<file path="src/uart_config.svh">
// UART peripheral configuration
// widths, FIFO depth, register offsets and register reset values
`ifndef UART_CONFIG_SVH
`define UART_CONFIG_SVH

`define UART_DW       8                             // byte width
`define UART_FIFO_SZ  16                            // FIFO depth, power of two
`define UART_AW       ($clog2(`UART_FIFO_SZ))       // FIFO pointer width
`define UART_CW       ($clog2(`UART_FIFO_SZ + 1))   // FIFO load count width
`define UART_RW       16                            // baud counter width

// register offsets
`define UART_REG_TX_DAT  6'h00
`define UART_REG_TX_CNT  6'h04
`define UART_REG_TX_BDR  6'h08
`define UART_REG_TX_IRQ  6'h10
`define UART_REG_RX_DAT  6'h20
`define UART_REG_RX_CNT  6'h24
`define UART_REG_RX_BDR  6'h28
`define UART_REG_RX_SMP  6'h2C
`define UART_REG_RX_IRQ  6'h30

// reset values
`define UART_BDR_RST  16'd15   // 16 cycles per bit
`define UART_SMP_RST  16'd7    // mid bit
`define UART_IRQ_RST  5'd0     // both irq levels

`endif

</file>
<file path="src/tcb_pkg.sv">
// TCB register bus package
// bus operation and payload types
package tcb_pkg;

  //////////////////////////////////////////////////////////////////////////
  // bus operation
  //////////////////////////////////////////////////////////////////////////

  typedef enum logic {
    TCB_RD = 1'b0,  // read, data on rdt
    TCB_WR = 1'b1   // write, data on wdt
  } tcb_op_t;

  //////////////////////////////////////////////////////////////////////////
  // payload
  //////////////////////////////////////////////////////////////////////////

  // byte address, only the low 6 bits are decoded
  typedef logic [6-1:0] tcb_adr_t;

  // data word
  typedef logic [32-1:0] tcb_dat_t;

endpackage

</file>
<file path="src/uart_pkg.sv">
// UART package
// register map and ser/des FSM states
`include "uart_config.svh"

package uart_pkg;

  // register offsets on the TCB bus
  typedef enum logic [6-1:0] {
    REG_TX_DAT = `UART_REG_TX_DAT,  // push TX FIFO, write only
    REG_TX_CNT = `UART_REG_TX_CNT,  // TX FIFO load, read only
    REG_TX_BDR = `UART_REG_TX_BDR,  // TX baud
    REG_TX_IRQ = `UART_REG_TX_IRQ,  // TX irq level
    REG_RX_DAT = `UART_REG_RX_DAT,  // pop RX FIFO, read only
    REG_RX_CNT = `UART_REG_RX_CNT,  // RX FIFO load, read only
    REG_RX_BDR = `UART_REG_RX_BDR,  // RX baud
    REG_RX_SMP = `UART_REG_RX_SMP,  // RX sample phase
    REG_RX_IRQ = `UART_REG_RX_IRQ   // RX irq level
  } uart_reg_t;

  // serializer states
  typedef enum logic [1:0] {SER_IDLE, SER_START, SER_DATA, SER_STOP} ser_state_t;

  // deserializer states
  typedef enum logic [1:0] {DES_IDLE, DES_START, DES_DATA, DES_STOP} des_state_t;

endpackage

</file>
<file path="src/tcb_if.sv">
// TCB register bus interface
// single master, transfer on vld & rdy, same cycle read data
interface tcb_if
  import tcb_pkg::*;
(
  input logic tcb,    // bus clock
  input logic rst_n   // sync reset, active low
);

  logic     vld;  // request valid
  tcb_op_t  op;   // read or write
  tcb_adr_t adr;  // byte address
  tcb_dat_t wdt;  // write data
  tcb_dat_t rdt;  // read data, combinational
  logic     rdy;  // ready, low means stall

  modport man (input tcb, rst_n, rdt, rdy, output vld, op, adr, wdt);
  modport sub (input tcb, rst_n, vld, op, adr, wdt, output rdt, rdy);

endinterface

</file>
<file path="src/uart_fifo.sv">
// UART byte FIFO
// circular buffer with valid/ready on both sides and a load count
`include "uart_config.svh"

module uart_fifo (
  input  logic                  tcb,
  input  logic                  rst_n,
  // stream in
  input  logic                  sti_vld,
  input  logic [`UART_DW-1:0]   sti_dat,
  output logic                  sti_rdy,
  // stream out
  output logic                  sto_vld,
  output logic [`UART_DW-1:0]   sto_dat,
  input  logic                  sto_rdy,
  // status
  output logic [`UART_CW-1:0]   cnt
);

  logic [`UART_DW-1:0] mem [0:`UART_FIFO_SZ-1];
  logic [`UART_AW-1:0] wr_ptr, rd_ptr;  // wrap on their own, depth is 2**n
  logic                push, pop;

  assign sti_rdy = (cnt != `UART_FIFO_SZ);  // not full
  assign sto_vld = (cnt != 0);             // not empty
  assign sto_dat = mem[rd_ptr];

  assign push = sti_vld & sti_rdy;
  assign pop  = sto_vld & sto_rdy;

  // storage
  always_ff @(posedge tcb) begin
    if (push) mem[wr_ptr] <= sti_dat;
  end

  // pointers and load
  always_ff @(posedge tcb) begin
    if (!rst_n) begin
      wr_ptr <= '0;
      rd_ptr <= '0;
      cnt    <= '0;
    end else begin
      if (push) wr_ptr <= wr_ptr + 1'b1;
      if (pop)  rd_ptr <= rd_ptr + 1'b1;
      case ({push, pop})
        2'b10:   cnt <= cnt + 1'b1;
        2'b01:   cnt <= cnt - 1'b1;
        default: cnt <= cnt;  // idle, or push and pop together
      endcase
    end
  end

endmodule

</file>
<file path="src/uart_ser.sv">
// UART TX serializer
// start bit, 8 data bits LSB first, one stop bit; each bit cfg_bdr+1 cycles
`include "uart_config.svh"

module uart_ser
  import uart_pkg::*;
(
  input  logic                tcb,
  input  logic                rst_n,
  input  logic [`UART_RW-1:0] cfg_bdr,  // cycles per bit minus one
  // byte stream
  input  logic                str_vld,
  input  logic [`UART_DW-1:0] str_dat,
  output logic                str_rdy,
  // serial line
  output logic                txd
);

  ser_state_t                    state;
  logic [`UART_RW-1:0]           cnt;  // cycle within bit
  logic [$clog2(`UART_DW)-1:0]   idx;  // data bit index
  logic [`UART_DW-1:0]           shr;  // shift register
  logic                          bit_end;

  assign str_rdy = (state == SER_IDLE);  // one byte at a time
  assign bit_end = (cnt == cfg_bdr);

  // shifter, next bit always in shr[0]
  always_ff @(posedge tcb) begin
    if (str_vld && str_rdy) begin
      shr <= str_dat;
    end else if (bit_end && (state == SER_START || state == SER_DATA)) begin
      shr <= shr >> 1;
    end
  end

  //////////////////////////////////////////////////////////////////////////
  // FSM
  //////////////////////////////////////////////////////////////////////////

  always_ff @(posedge tcb) begin
    if (!rst_n) begin
      state <= SER_IDLE;
      cnt   <= '0;
      idx   <= '0;
      txd   <= 1'b1;  // line idles high
    end else begin
      case (state)
        SER_IDLE: if (str_vld) begin
          txd   <= 1'b0;  // start bit
          cnt   <= '0;
          state <= SER_START;
        end
        SER_START: if (bit_end) begin
          txd   <= shr[0];  // bit 0
          cnt   <= '0;
          idx   <= '0;
          state <= SER_DATA;
        end else cnt <= cnt + 1'b1;
        SER_DATA: if (bit_end) begin
          cnt <= '0;
          if (idx == (`UART_DW - 1)) begin
            txd   <= 1'b1;  // stop bit
            state <= SER_STOP;
          end else begin
            txd <= shr[0];
            idx <= idx + 1'b1;
          end
        end else cnt <= cnt + 1'b1;
        SER_STOP: if (bit_end) begin
          cnt   <= '0;
          state <= SER_IDLE;  // txd stays high
        end else cnt <= cnt + 1'b1;
        default: state <= SER_IDLE;
      endcase
    end
  end

endmodule

</file>
<file path="src/uart_des.sv">
// UART RX deserializer
// start edge detect, one sample per bit at cfg_smp, byte out at mid stop bit
`include "uart_config.svh"

module uart_des
  import uart_pkg::*;
(
  input  logic                tcb,
  input  logic                rst_n,
  input  logic [`UART_RW-1:0] cfg_bdr,  // cycles per bit minus one
  input  logic [`UART_RW-1:0] cfg_smp,  // sample cycle within bit
  input  logic                rxd,      // async serial line
  // byte stream, no back-pressure
  output logic                str_vld,
  output logic [`UART_DW-1:0] str_dat
);

  logic [1:0]                    rxd_sync;  // two flop synchronizer
  logic                          rxd_s, rxd_d;
  logic                          fall;
  des_state_t                    state;
  logic [`UART_RW-1:0]           cnt;
  logic [$clog2(`UART_DW)-1:0]   idx;
  logic [`UART_DW-1:0]           shr;
  logic                          smp_hit, bit_end;

  //////////////////////////////////////////////////////////////////////////
  // line input
  //////////////////////////////////////////////////////////////////////////

  always_ff @(posedge tcb) begin
    if (!rst_n) begin
      rxd_sync <= 2'b11;  // idle high
      rxd_d    <= 1'b1;
    end else begin
      rxd_sync <= {rxd_sync[0], rxd};
      rxd_d    <= rxd_s;
    end
  end

  assign rxd_s   = rxd_sync[1];
  assign fall    = rxd_d & ~rxd_s;
  assign smp_hit = (cnt == cfg_smp);
  assign bit_end = (cnt == cfg_bdr);

  //////////////////////////////////////////////////////////////////////////
  // FSM
  //////////////////////////////////////////////////////////////////////////

  always_ff @(posedge tcb) begin
    if (!rst_n) begin
      state   <= DES_IDLE;
      cnt     <= '0;
      idx     <= '0;
      str_vld <= 1'b0;
    end else begin
      str_vld <= 1'b0;  // single cycle pulse
      case (state)
        DES_IDLE: if (fall) begin
          cnt   <= '0;
          state <= DES_START;
        end
        DES_START: if (smp_hit && rxd_s) begin
          cnt   <= '0;  // glitch, not a start bit
          state <= DES_IDLE;
        end else if (bit_end) begin
          cnt   <= '0;
          idx   <= '0;
          state <= DES_DATA;
        end else cnt <= cnt + 1'b1;
        DES_DATA: if (bit_end) begin
          cnt <= '0;
          if (idx == (`UART_DW - 1)) state <= DES_STOP;
          else idx <= idx + 1'b1;
        end else cnt <= cnt + 1'b1;
        DES_STOP: if (smp_hit) begin
          str_vld <= 1'b1;
          cnt     <= '0;
          state   <= DES_IDLE;  // rearm for the next start edge
        end else cnt <= cnt + 1'b1;
        default: state <= DES_IDLE;
      endcase
    end
  end

  // data capture, LSB arrives first
  always_ff @(posedge tcb) begin
    if (state == DES_DATA && smp_hit) shr <= {rxd_s, shr[`UART_DW-1:1]};
    if (state == DES_STOP && smp_hit) str_dat <= shr;
  end

endmodule

</file>
<file path="src/uart_regs.sv">
// UART register block
// TCB decode, config registers, FIFO push/pop and interrupt levels
`include "uart_config.svh"

module uart_regs
  import tcb_pkg::*, uart_pkg::*;
(
  tcb_if.sub                  bus,
  // TX FIFO in
  output logic                tx_vld,
  output logic [`UART_DW-1:0] tx_dat,
  input  logic                tx_rdy,
  // RX FIFO out
  input  logic                rx_vld,
  input  logic [`UART_DW-1:0] rx_dat,
  output logic                rx_rdy,
  // FIFO loads
  input  logic [`UART_CW-1:0] tx_cnt,
  input  logic [`UART_CW-1:0] rx_cnt,
  // config
  output logic [`UART_RW-1:0] tx_bdr,
  output logic [`UART_RW-1:0] rx_bdr,
  output logic [`UART_RW-1:0] rx_smp,
  // interrupts
  output logic                irq_tx,
  output logic                irq_rx
);

  uart_reg_t           reg_adr;
  logic                trn, wr, rd;
  logic [`UART_CW-1:0] tx_irq, rx_irq;  // irq levels

  assign reg_adr = uart_reg_t'(bus.adr);
  assign wr      = bus.vld & (bus.op == TCB_WR);
  assign rd      = bus.vld & (bus.op == TCB_RD);

  // stall only a TX data write into a full FIFO
  assign bus.rdy = ~(wr && (reg_adr == REG_TX_DAT) && !tx_rdy);
  assign trn     = bus.vld & bus.rdy;

  //////////////////////////////////////////////////////////////////////////
  // FIFO access
  //////////////////////////////////////////////////////////////////////////

  assign tx_vld = wr && (reg_adr == REG_TX_DAT);  // held by master until rdy
  assign tx_dat = bus.wdt[`UART_DW-1:0];
  assign rx_rdy = trn && rd && (reg_adr == REG_RX_DAT);  // pop on read

  //////////////////////////////////////////////////////////////////////////
  // read mux
  //////////////////////////////////////////////////////////////////////////

  always_comb begin
    case (reg_adr)
      REG_TX_CNT: bus.rdt = tcb_dat_t'(tx_cnt);
      REG_TX_BDR: bus.rdt = tcb_dat_t'(tx_bdr);
      REG_TX_IRQ: bus.rdt = tcb_dat_t'(tx_irq);
      REG_RX_DAT: bus.rdt = rx_vld ? tcb_dat_t'(rx_dat) : '0;  // empty reads zero
      REG_RX_CNT: bus.rdt = tcb_dat_t'(rx_cnt);
      REG_RX_BDR: bus.rdt = tcb_dat_t'(rx_bdr);
      REG_RX_SMP: bus.rdt = tcb_dat_t'(rx_smp);
      REG_RX_IRQ: bus.rdt = tcb_dat_t'(rx_irq);
      default:    bus.rdt = '0;  // TX data and unused offsets
    endcase
  end

  //////////////////////////////////////////////////////////////////////////
  // config writes
  //////////////////////////////////////////////////////////////////////////

  always_ff @(posedge bus.tcb) begin
    if (!bus.rst_n) begin
      tx_bdr <= `UART_BDR_RST;
      tx_irq <= `UART_IRQ_RST;
      rx_bdr <= `UART_BDR_RST;
      rx_smp <= `UART_SMP_RST;
      rx_irq <= `UART_IRQ_RST;
    end else if (trn && wr) begin
      case (reg_adr)
        REG_TX_BDR: tx_bdr <= bus.wdt[`UART_RW-1:0];
        REG_TX_IRQ: tx_irq <= bus.wdt[`UART_CW-1:0];
        REG_RX_BDR: rx_bdr <= bus.wdt[`UART_RW-1:0];
        REG_RX_SMP: rx_smp <= bus.wdt[`UART_RW-1:0];
        REG_RX_IRQ: rx_irq <= bus.wdt[`UART_CW-1:0];
        default: ;  // read only or unused, write dropped
      endcase
    end
  end

  // level interrupts
  assign irq_tx = (tx_cnt < tx_irq);  // TX running low
  assign irq_rx = (rx_cnt > rx_irq);  // RX filling up

endmodule

</file>
<file path="src/uart_top.sv">
// UART peripheral top level
// TCB register block, TX/RX FIFOs, serializer and deserializer
`include "uart_config.svh"

module uart_top
  import tcb_pkg::*;
(
  input  logic     tcb,
  input  logic     rst_n,
  // TCB bus
  input  logic     bus_vld,
  input  tcb_op_t  bus_op,
  input  tcb_adr_t bus_adr,
  input  tcb_dat_t bus_wdt,
  output tcb_dat_t bus_rdt,
  output logic     bus_rdy,
  // serial line
  input  logic     uart_rxd,
  output logic     uart_txd,
  // interrupts
  output logic     irq_tx,
  output logic     irq_rx
);

  logic                tx_bus_vld, tx_bus_rdy, tx_str_vld, tx_str_rdy;
  logic [`UART_DW-1:0] tx_bus_dat, tx_str_dat;
  logic                rx_bus_vld, rx_bus_rdy, rx_str_vld;
  logic [`UART_DW-1:0] rx_bus_dat, rx_str_dat;
  logic [`UART_CW-1:0] tx_cnt, rx_cnt;
  logic [`UART_RW-1:0] tx_bdr, rx_bdr, rx_smp;

  tcb_if bus (.tcb (tcb), .rst_n (rst_n));

  assign bus.vld = bus_vld;
  assign bus.op  = bus_op;
  assign bus.adr = bus_adr;
  assign bus.wdt = bus_wdt;
  assign bus_rdt = bus.rdt;
  assign bus_rdy = bus.rdy;

  uart_regs regs (
    .bus (bus.sub),
    .tx_vld (tx_bus_vld), .tx_dat (tx_bus_dat), .tx_rdy (tx_bus_rdy),
    .rx_vld (rx_bus_vld), .rx_dat (rx_bus_dat), .rx_rdy (rx_bus_rdy),
    .tx_cnt (tx_cnt), .rx_cnt (rx_cnt),
    .tx_bdr (tx_bdr), .rx_bdr (rx_bdr), .rx_smp (rx_smp),
    .irq_tx (irq_tx), .irq_rx (irq_rx)
  );

  //////////////////////////////////////////////////////////////////////////
  // TX path
  //////////////////////////////////////////////////////////////////////////

  uart_fifo tx_fifo (
    .tcb (tcb), .rst_n (rst_n),
    .sti_vld (tx_bus_vld), .sti_dat (tx_bus_dat), .sti_rdy (tx_bus_rdy),
    .sto_vld (tx_str_vld), .sto_dat (tx_str_dat), .sto_rdy (tx_str_rdy),
    .cnt (tx_cnt)
  );

  uart_ser tx_ser (
    .tcb (tcb), .rst_n (rst_n), .cfg_bdr (tx_bdr),
    .str_vld (tx_str_vld), .str_dat (tx_str_dat), .str_rdy (tx_str_rdy),
    .txd (uart_txd)
  );

  //////////////////////////////////////////////////////////////////////////
  // RX path
  //////////////////////////////////////////////////////////////////////////

  // full FIFO drops the byte, des cannot wait
  uart_fifo rx_fifo (
    .tcb (tcb), .rst_n (rst_n),
    .sti_vld (rx_str_vld), .sti_dat (rx_str_dat), .sti_rdy (),
    .sto_vld (rx_bus_vld), .sto_dat (rx_bus_dat), .sto_rdy (rx_bus_rdy),
    .cnt (rx_cnt)
  );

  uart_des rx_des (
    .tcb (tcb), .rst_n (rst_n), .cfg_bdr (rx_bdr), .cfg_smp (rx_smp),
    .rxd (uart_rxd),
    .str_vld (rx_str_vld), .str_dat (rx_str_dat)
  );

endmodule

</file>
<file path="config.mk">
export PLATFORM = sky130hd
export DESIGN_NAME = uart_top
export DESIGN_NICKNAME = d
export VERILOG_FILES = /design/src/tcb_pkg.sv /design/src/uart_pkg.sv /design/src/tcb_if.sv /design/src/uart_fifo.sv /design/src/uart_ser.sv /design/src/uart_des.sv /design/src/uart_regs.sv /design/src/uart_top.sv
export VERILOG_INCLUDE_DIRS = /design/src
export SDC_FILE = /design/constraint.sdc
export NUM_CORES = 1
export LEC_CHECK = 0
export ABC_AREA = 1
export BUFFER_PORTS_ARGS = -buffer_cell sky130_fd_sc_hd__buf_2
export CORE_MARGIN = 5
export CORE_UTILIZATION = 55
export DETAILED_ROUTE_END_ITERATION = 7
export GPL_TIMING_DRIVEN = 0
export PLACE_DENSITY = 0.79
export SETUP_SLACK_MARGIN = 0.02
export SLEW_MARGIN = 25
export SYNTH_ARGS = -nofsm -noshare
export SYNTH_HDL_FRONTEND = slang
export SYNTH_SLANG_ARGS = --single-unit
</file>
<file path="constraint.sdc">
create_clock -name tcb -period 3.43 [get_ports tcb]
set_clock_uncertainty 0.15 [all_clocks]
set_input_delay 0.8575 -clock tcb [delete_from_list [all_inputs] [get_ports tcb]]
set_output_delay 0.8575 -clock tcb [all_outputs]
set_load 0.01 [all_outputs]
</file>
==> results_dict.tcl <==
set metrics [dict create \
    fin_setup_tns_ns 0 \
    grt-ovfl-total 0 \
    synth.top_cell.area_share 0.448 \
    yosysWarnings 0 \
    endpoint "bus_rdt[6]" \
    hold_viol_final 0 \
    drt_iter0_drc 1444 \
    crit_type "reg2out" \
    fp-row-count 67 \
    grt_setup_unrepaired "true" \
    drv_slew 0 \
    track_usage 0.246 \
    tightest_slew_ns 0.936 \
    cts_tree "built" \
    area_growth_pct 13.6 \
    rr_endpoint "tx_fifo.cnt[4]$_SDFFE_PN0P_" \
    max_cap_viol_count 0 \
    max-vdd-ir-drop_uv 511 \
    min_from "rx_des.rxd_sync[0]$_SDFF_PN1_" \
    cts-root-buf "clkbuf_16" \
    ant_nets 0 \
    reg2regPathDepth 17 \
    routed_wl_mm 48.0 \
    cts_buffers 43 \
    num_vias 14100 \
    r2r_start "tx_fifo.cnt[1]$_SDFFE_PN0P_" \
    core_region_area_um2 33600 \
    io_pins 79 \
    fin_ws_ns 0.0262 \
    antennaDiodeCount 0 \
    utilization 0.634 \
    grt_pass1_vias 13900 \
    port_buffers 46 \
    gp_congestion 0.944 \
    clock_path_buffers 3 \
    seq_area_frac_synth 0.596 \
    nNetsFinal 2037 \
    yosys-top-cells-area "edfxtp_1 45%, dfxtp_1 15%, nand2_1 5.1%" \
    drcViolationCount 0 \
    pre_cts_slack_ns -0.358 \
    setup_viol 0 \
    htree_levels 2 \
    run_status "finished clean" \
    die_y_um 195 \
    syn_area_per_cell_um2 10.2 \
    dieArea_um2 37900 \
    synth_cell_type_count 51 \
    cts_sinks 419 \
    syn_inst 1846 \
    crit_fanout 10 \
    grt_antenna_before_repair 2 \
    clk_latency_ns 0.56 \
    powerDensity_nw_per_um2 594 \
    period_needed_ns 3.40 \
    cts_hold_buf 0 \
    viasPerCell 5.79 \
    cp.required_ns 2.42 \
    synth_area_um2 18800 \
    start_kind "register" \
    relSlewSlack 0.374 \
    fp.dieW_um 195 \
    first_pass_iters 6 \
    fin_crit_sh 0.992 \
    hpwlAfterDp_mm 32.9 \
    ys_ff_latch 419 \
    start_util 0.559 \
    whs_path_depth 1 \
    max_freq_mhz 294 \
    hold_class "reg2reg" \
    reg2reg_slack_ns 0.33 \
    cts.clk_slew.worst_paths_ns 0.06 \
    cellLeakagePower_nw 7.64 \
    grt_pass1_wl_mm 74.7 \
    post_drt_wl_per_cell_um 19.7 \
    drive_gt1_frac 0.122 \
    p_total_mw 12.7 \
    post-synth-top-area-cell "edfxtp_1" \
    endpoint_kind "output port" \
    arrival_ns 2.40 \
    grt_start_max_net_pins 22 \
]
## critical path: stages (launching register included)
cell and delay (ns):
dfxtp_2 0.32, buf_8 0.14, buf_12 0.15, buf_6 0.14
o21ai_0 0.23, o211ai_1 0.14, nand3_1 0.12, nand2_2 0.12
a21oi_2 0.22, o21ai_2 0.10, buf_2 0.15
## Yosys cell counts (all sizes together)
| master | instances |
|---|---|
| nor3b | 5 |
| nand3 | 65 |
| o21ai | 159 |
| nor3 | 23 |
| xnor2 | 20 |
| a32oi | 1 |
| nand4 | 23 |
| nor2 | 204 |
| dfxtp | 139 |
| or2 | 3 |
| clkinv | 1 |
| buf | 47 |
| o211ai | 48 |
| a21oi | 144 |
| nand2 | 264 |
| o221ai | 29 |
| conb | 1 |
| o211a | 1 |
| a221oi | 1 |
| inv | 186 |
| ha | 40 |
| clkbuf | 46 |
| nand3b | 9 |
| o32ai | 12 |
| a31oi | 10 |
| o31ai | 1 |
| mux2i | 52 |
| a2bb2oi | 1 |
| o311ai | 1 |
| a21boi | 1 |
| xor2 | 20 |
| o22ai | 7 |
| edfxtp | 280 |
| a211oi | 1 |
| a2111oi | 1 |
## layout by cell type, fill, tap and decap left out, drive strengths merged, types with 9 or more instances in the layout
cell type,instances
ha,40
conb,16
nand2,264
dfxtp,139
o221ai,29
xor2,20
o211ai,48
inv,188
edfxtp,280
nand3b,9
a31oi,10
nor2,204
o21ai,159
clkinv,11
buf,96
nand4,23
nor3,23
o32ai,12
mux2i,52
clkbuf,109
nand3,65
a21oi,144
xnor2,20
## power breakdown
group	internal [mW]	leakage, nW	switching, mW
sequential	5.54	3.65	0.128
combinational	0.710	3.30	1.62
clock	2.72	0.691	1.94
## metrics by stage
step,cell area [um^2],std cells,hold slack (ns)
detailed placement,19600,2355,0.260
finish,21300,2437,0.274
global route,21300,2437,0.284
CTS,21200,2434,0.269
global placement,19600,2355,0.249
floorplan,18800,1861,0.243
## worst min path at each step
| stage | to | slack (ns) |
|---|---|---|
| after floorplan | rx_des.rxd_sync[1]$_SDFF_PN1_ | 0.24 |
| after global placement | rx_des.rxd_sync[1]$_SDFF_PN1_ | 0.25 |
| after detailed placement | rx_des.str_dat[0]$_DFFE_PP_ | 0.26 |
| after CTS | rx_des.rxd_sync[1]$_SDFF_PN1_ | 0.27 |
| after global routing | rx_des.str_dat[0]$_DFFE_PP_ | 0.28 |
| final | rx_des.rxd_sync[1]$_SDFF_PN1_ | 0.27 |
## cell type report
class                      instances  area [um^2]
buffer                            91          567
fill                            2601        12300
clock buffer                      64         1220
multi-input combinational       1162         6580
tap                              448          561
inverter                         187          706
clock inverter                    16          194
sequential                       419        11200
timing repair buffer              50          304
## layer usage
layer  up-vias  GRT usage  routed length, um
met5         -          0                 21
met4         4     0.0758               1340
met3       118     0.0490               3930
met2       637      0.416              23300
met1      6710      0.323              19400
li1       6645          -                  -
## cells by family (layout without fill, tap and decap cells)
family	count (synthesis)	after routing	synth area share
and+or+nand+nor	596	596	0.139
DFF	419	419	0.596
other	1	16	0.000200
buffers and inverters	280	408	0.0626
AOI/OAI and AO/OA	418	418	0.129
adders and majority gates	40	40	0.0266
xor gates and xnor gates	40	40	0.0187
muxes	52	52	0.0277
## state kept, by name (all words and copies together) (netlist names), 2 cells and up, named ones only
signal	cells
tx_fifo.cnt	5
tx_fifo.rd_ptr	4
tx_fifo.wr_ptr	4
regs.rx_bdr	16
rx_des.rxd_sync	2
rx_fifo.cnt	5
tx_ser.shr	8
regs.rx_smp	16
rx_des.shr	8
rx_des.idx	3
tx_ser.state	2
rx_des.str_dat	8
tx_ser.idx	3
regs.tx_bdr	16
rx_des.cnt	16
tx_fifo.mem	128
regs.tx_irq	5
tx_ser.cnt	16
rx_fifo.rd_ptr	4
rx_fifo.mem	128
rx_fifo.wr_ptr	4
regs.rx_irq	5
## what timing repair did
| action | 4_1_cts | 5_1_grt |
|---|---|---|
| endpoints found under the setup margin | 16 | 9 |
| buffers inserted | 0 | 2 |
| resized for setup | 50 | 41 |
| pin swaps | 2 | 9 |
| gates cloned | 0 | 2 |
Note: power is estimated with default switching activity, not from simulation.
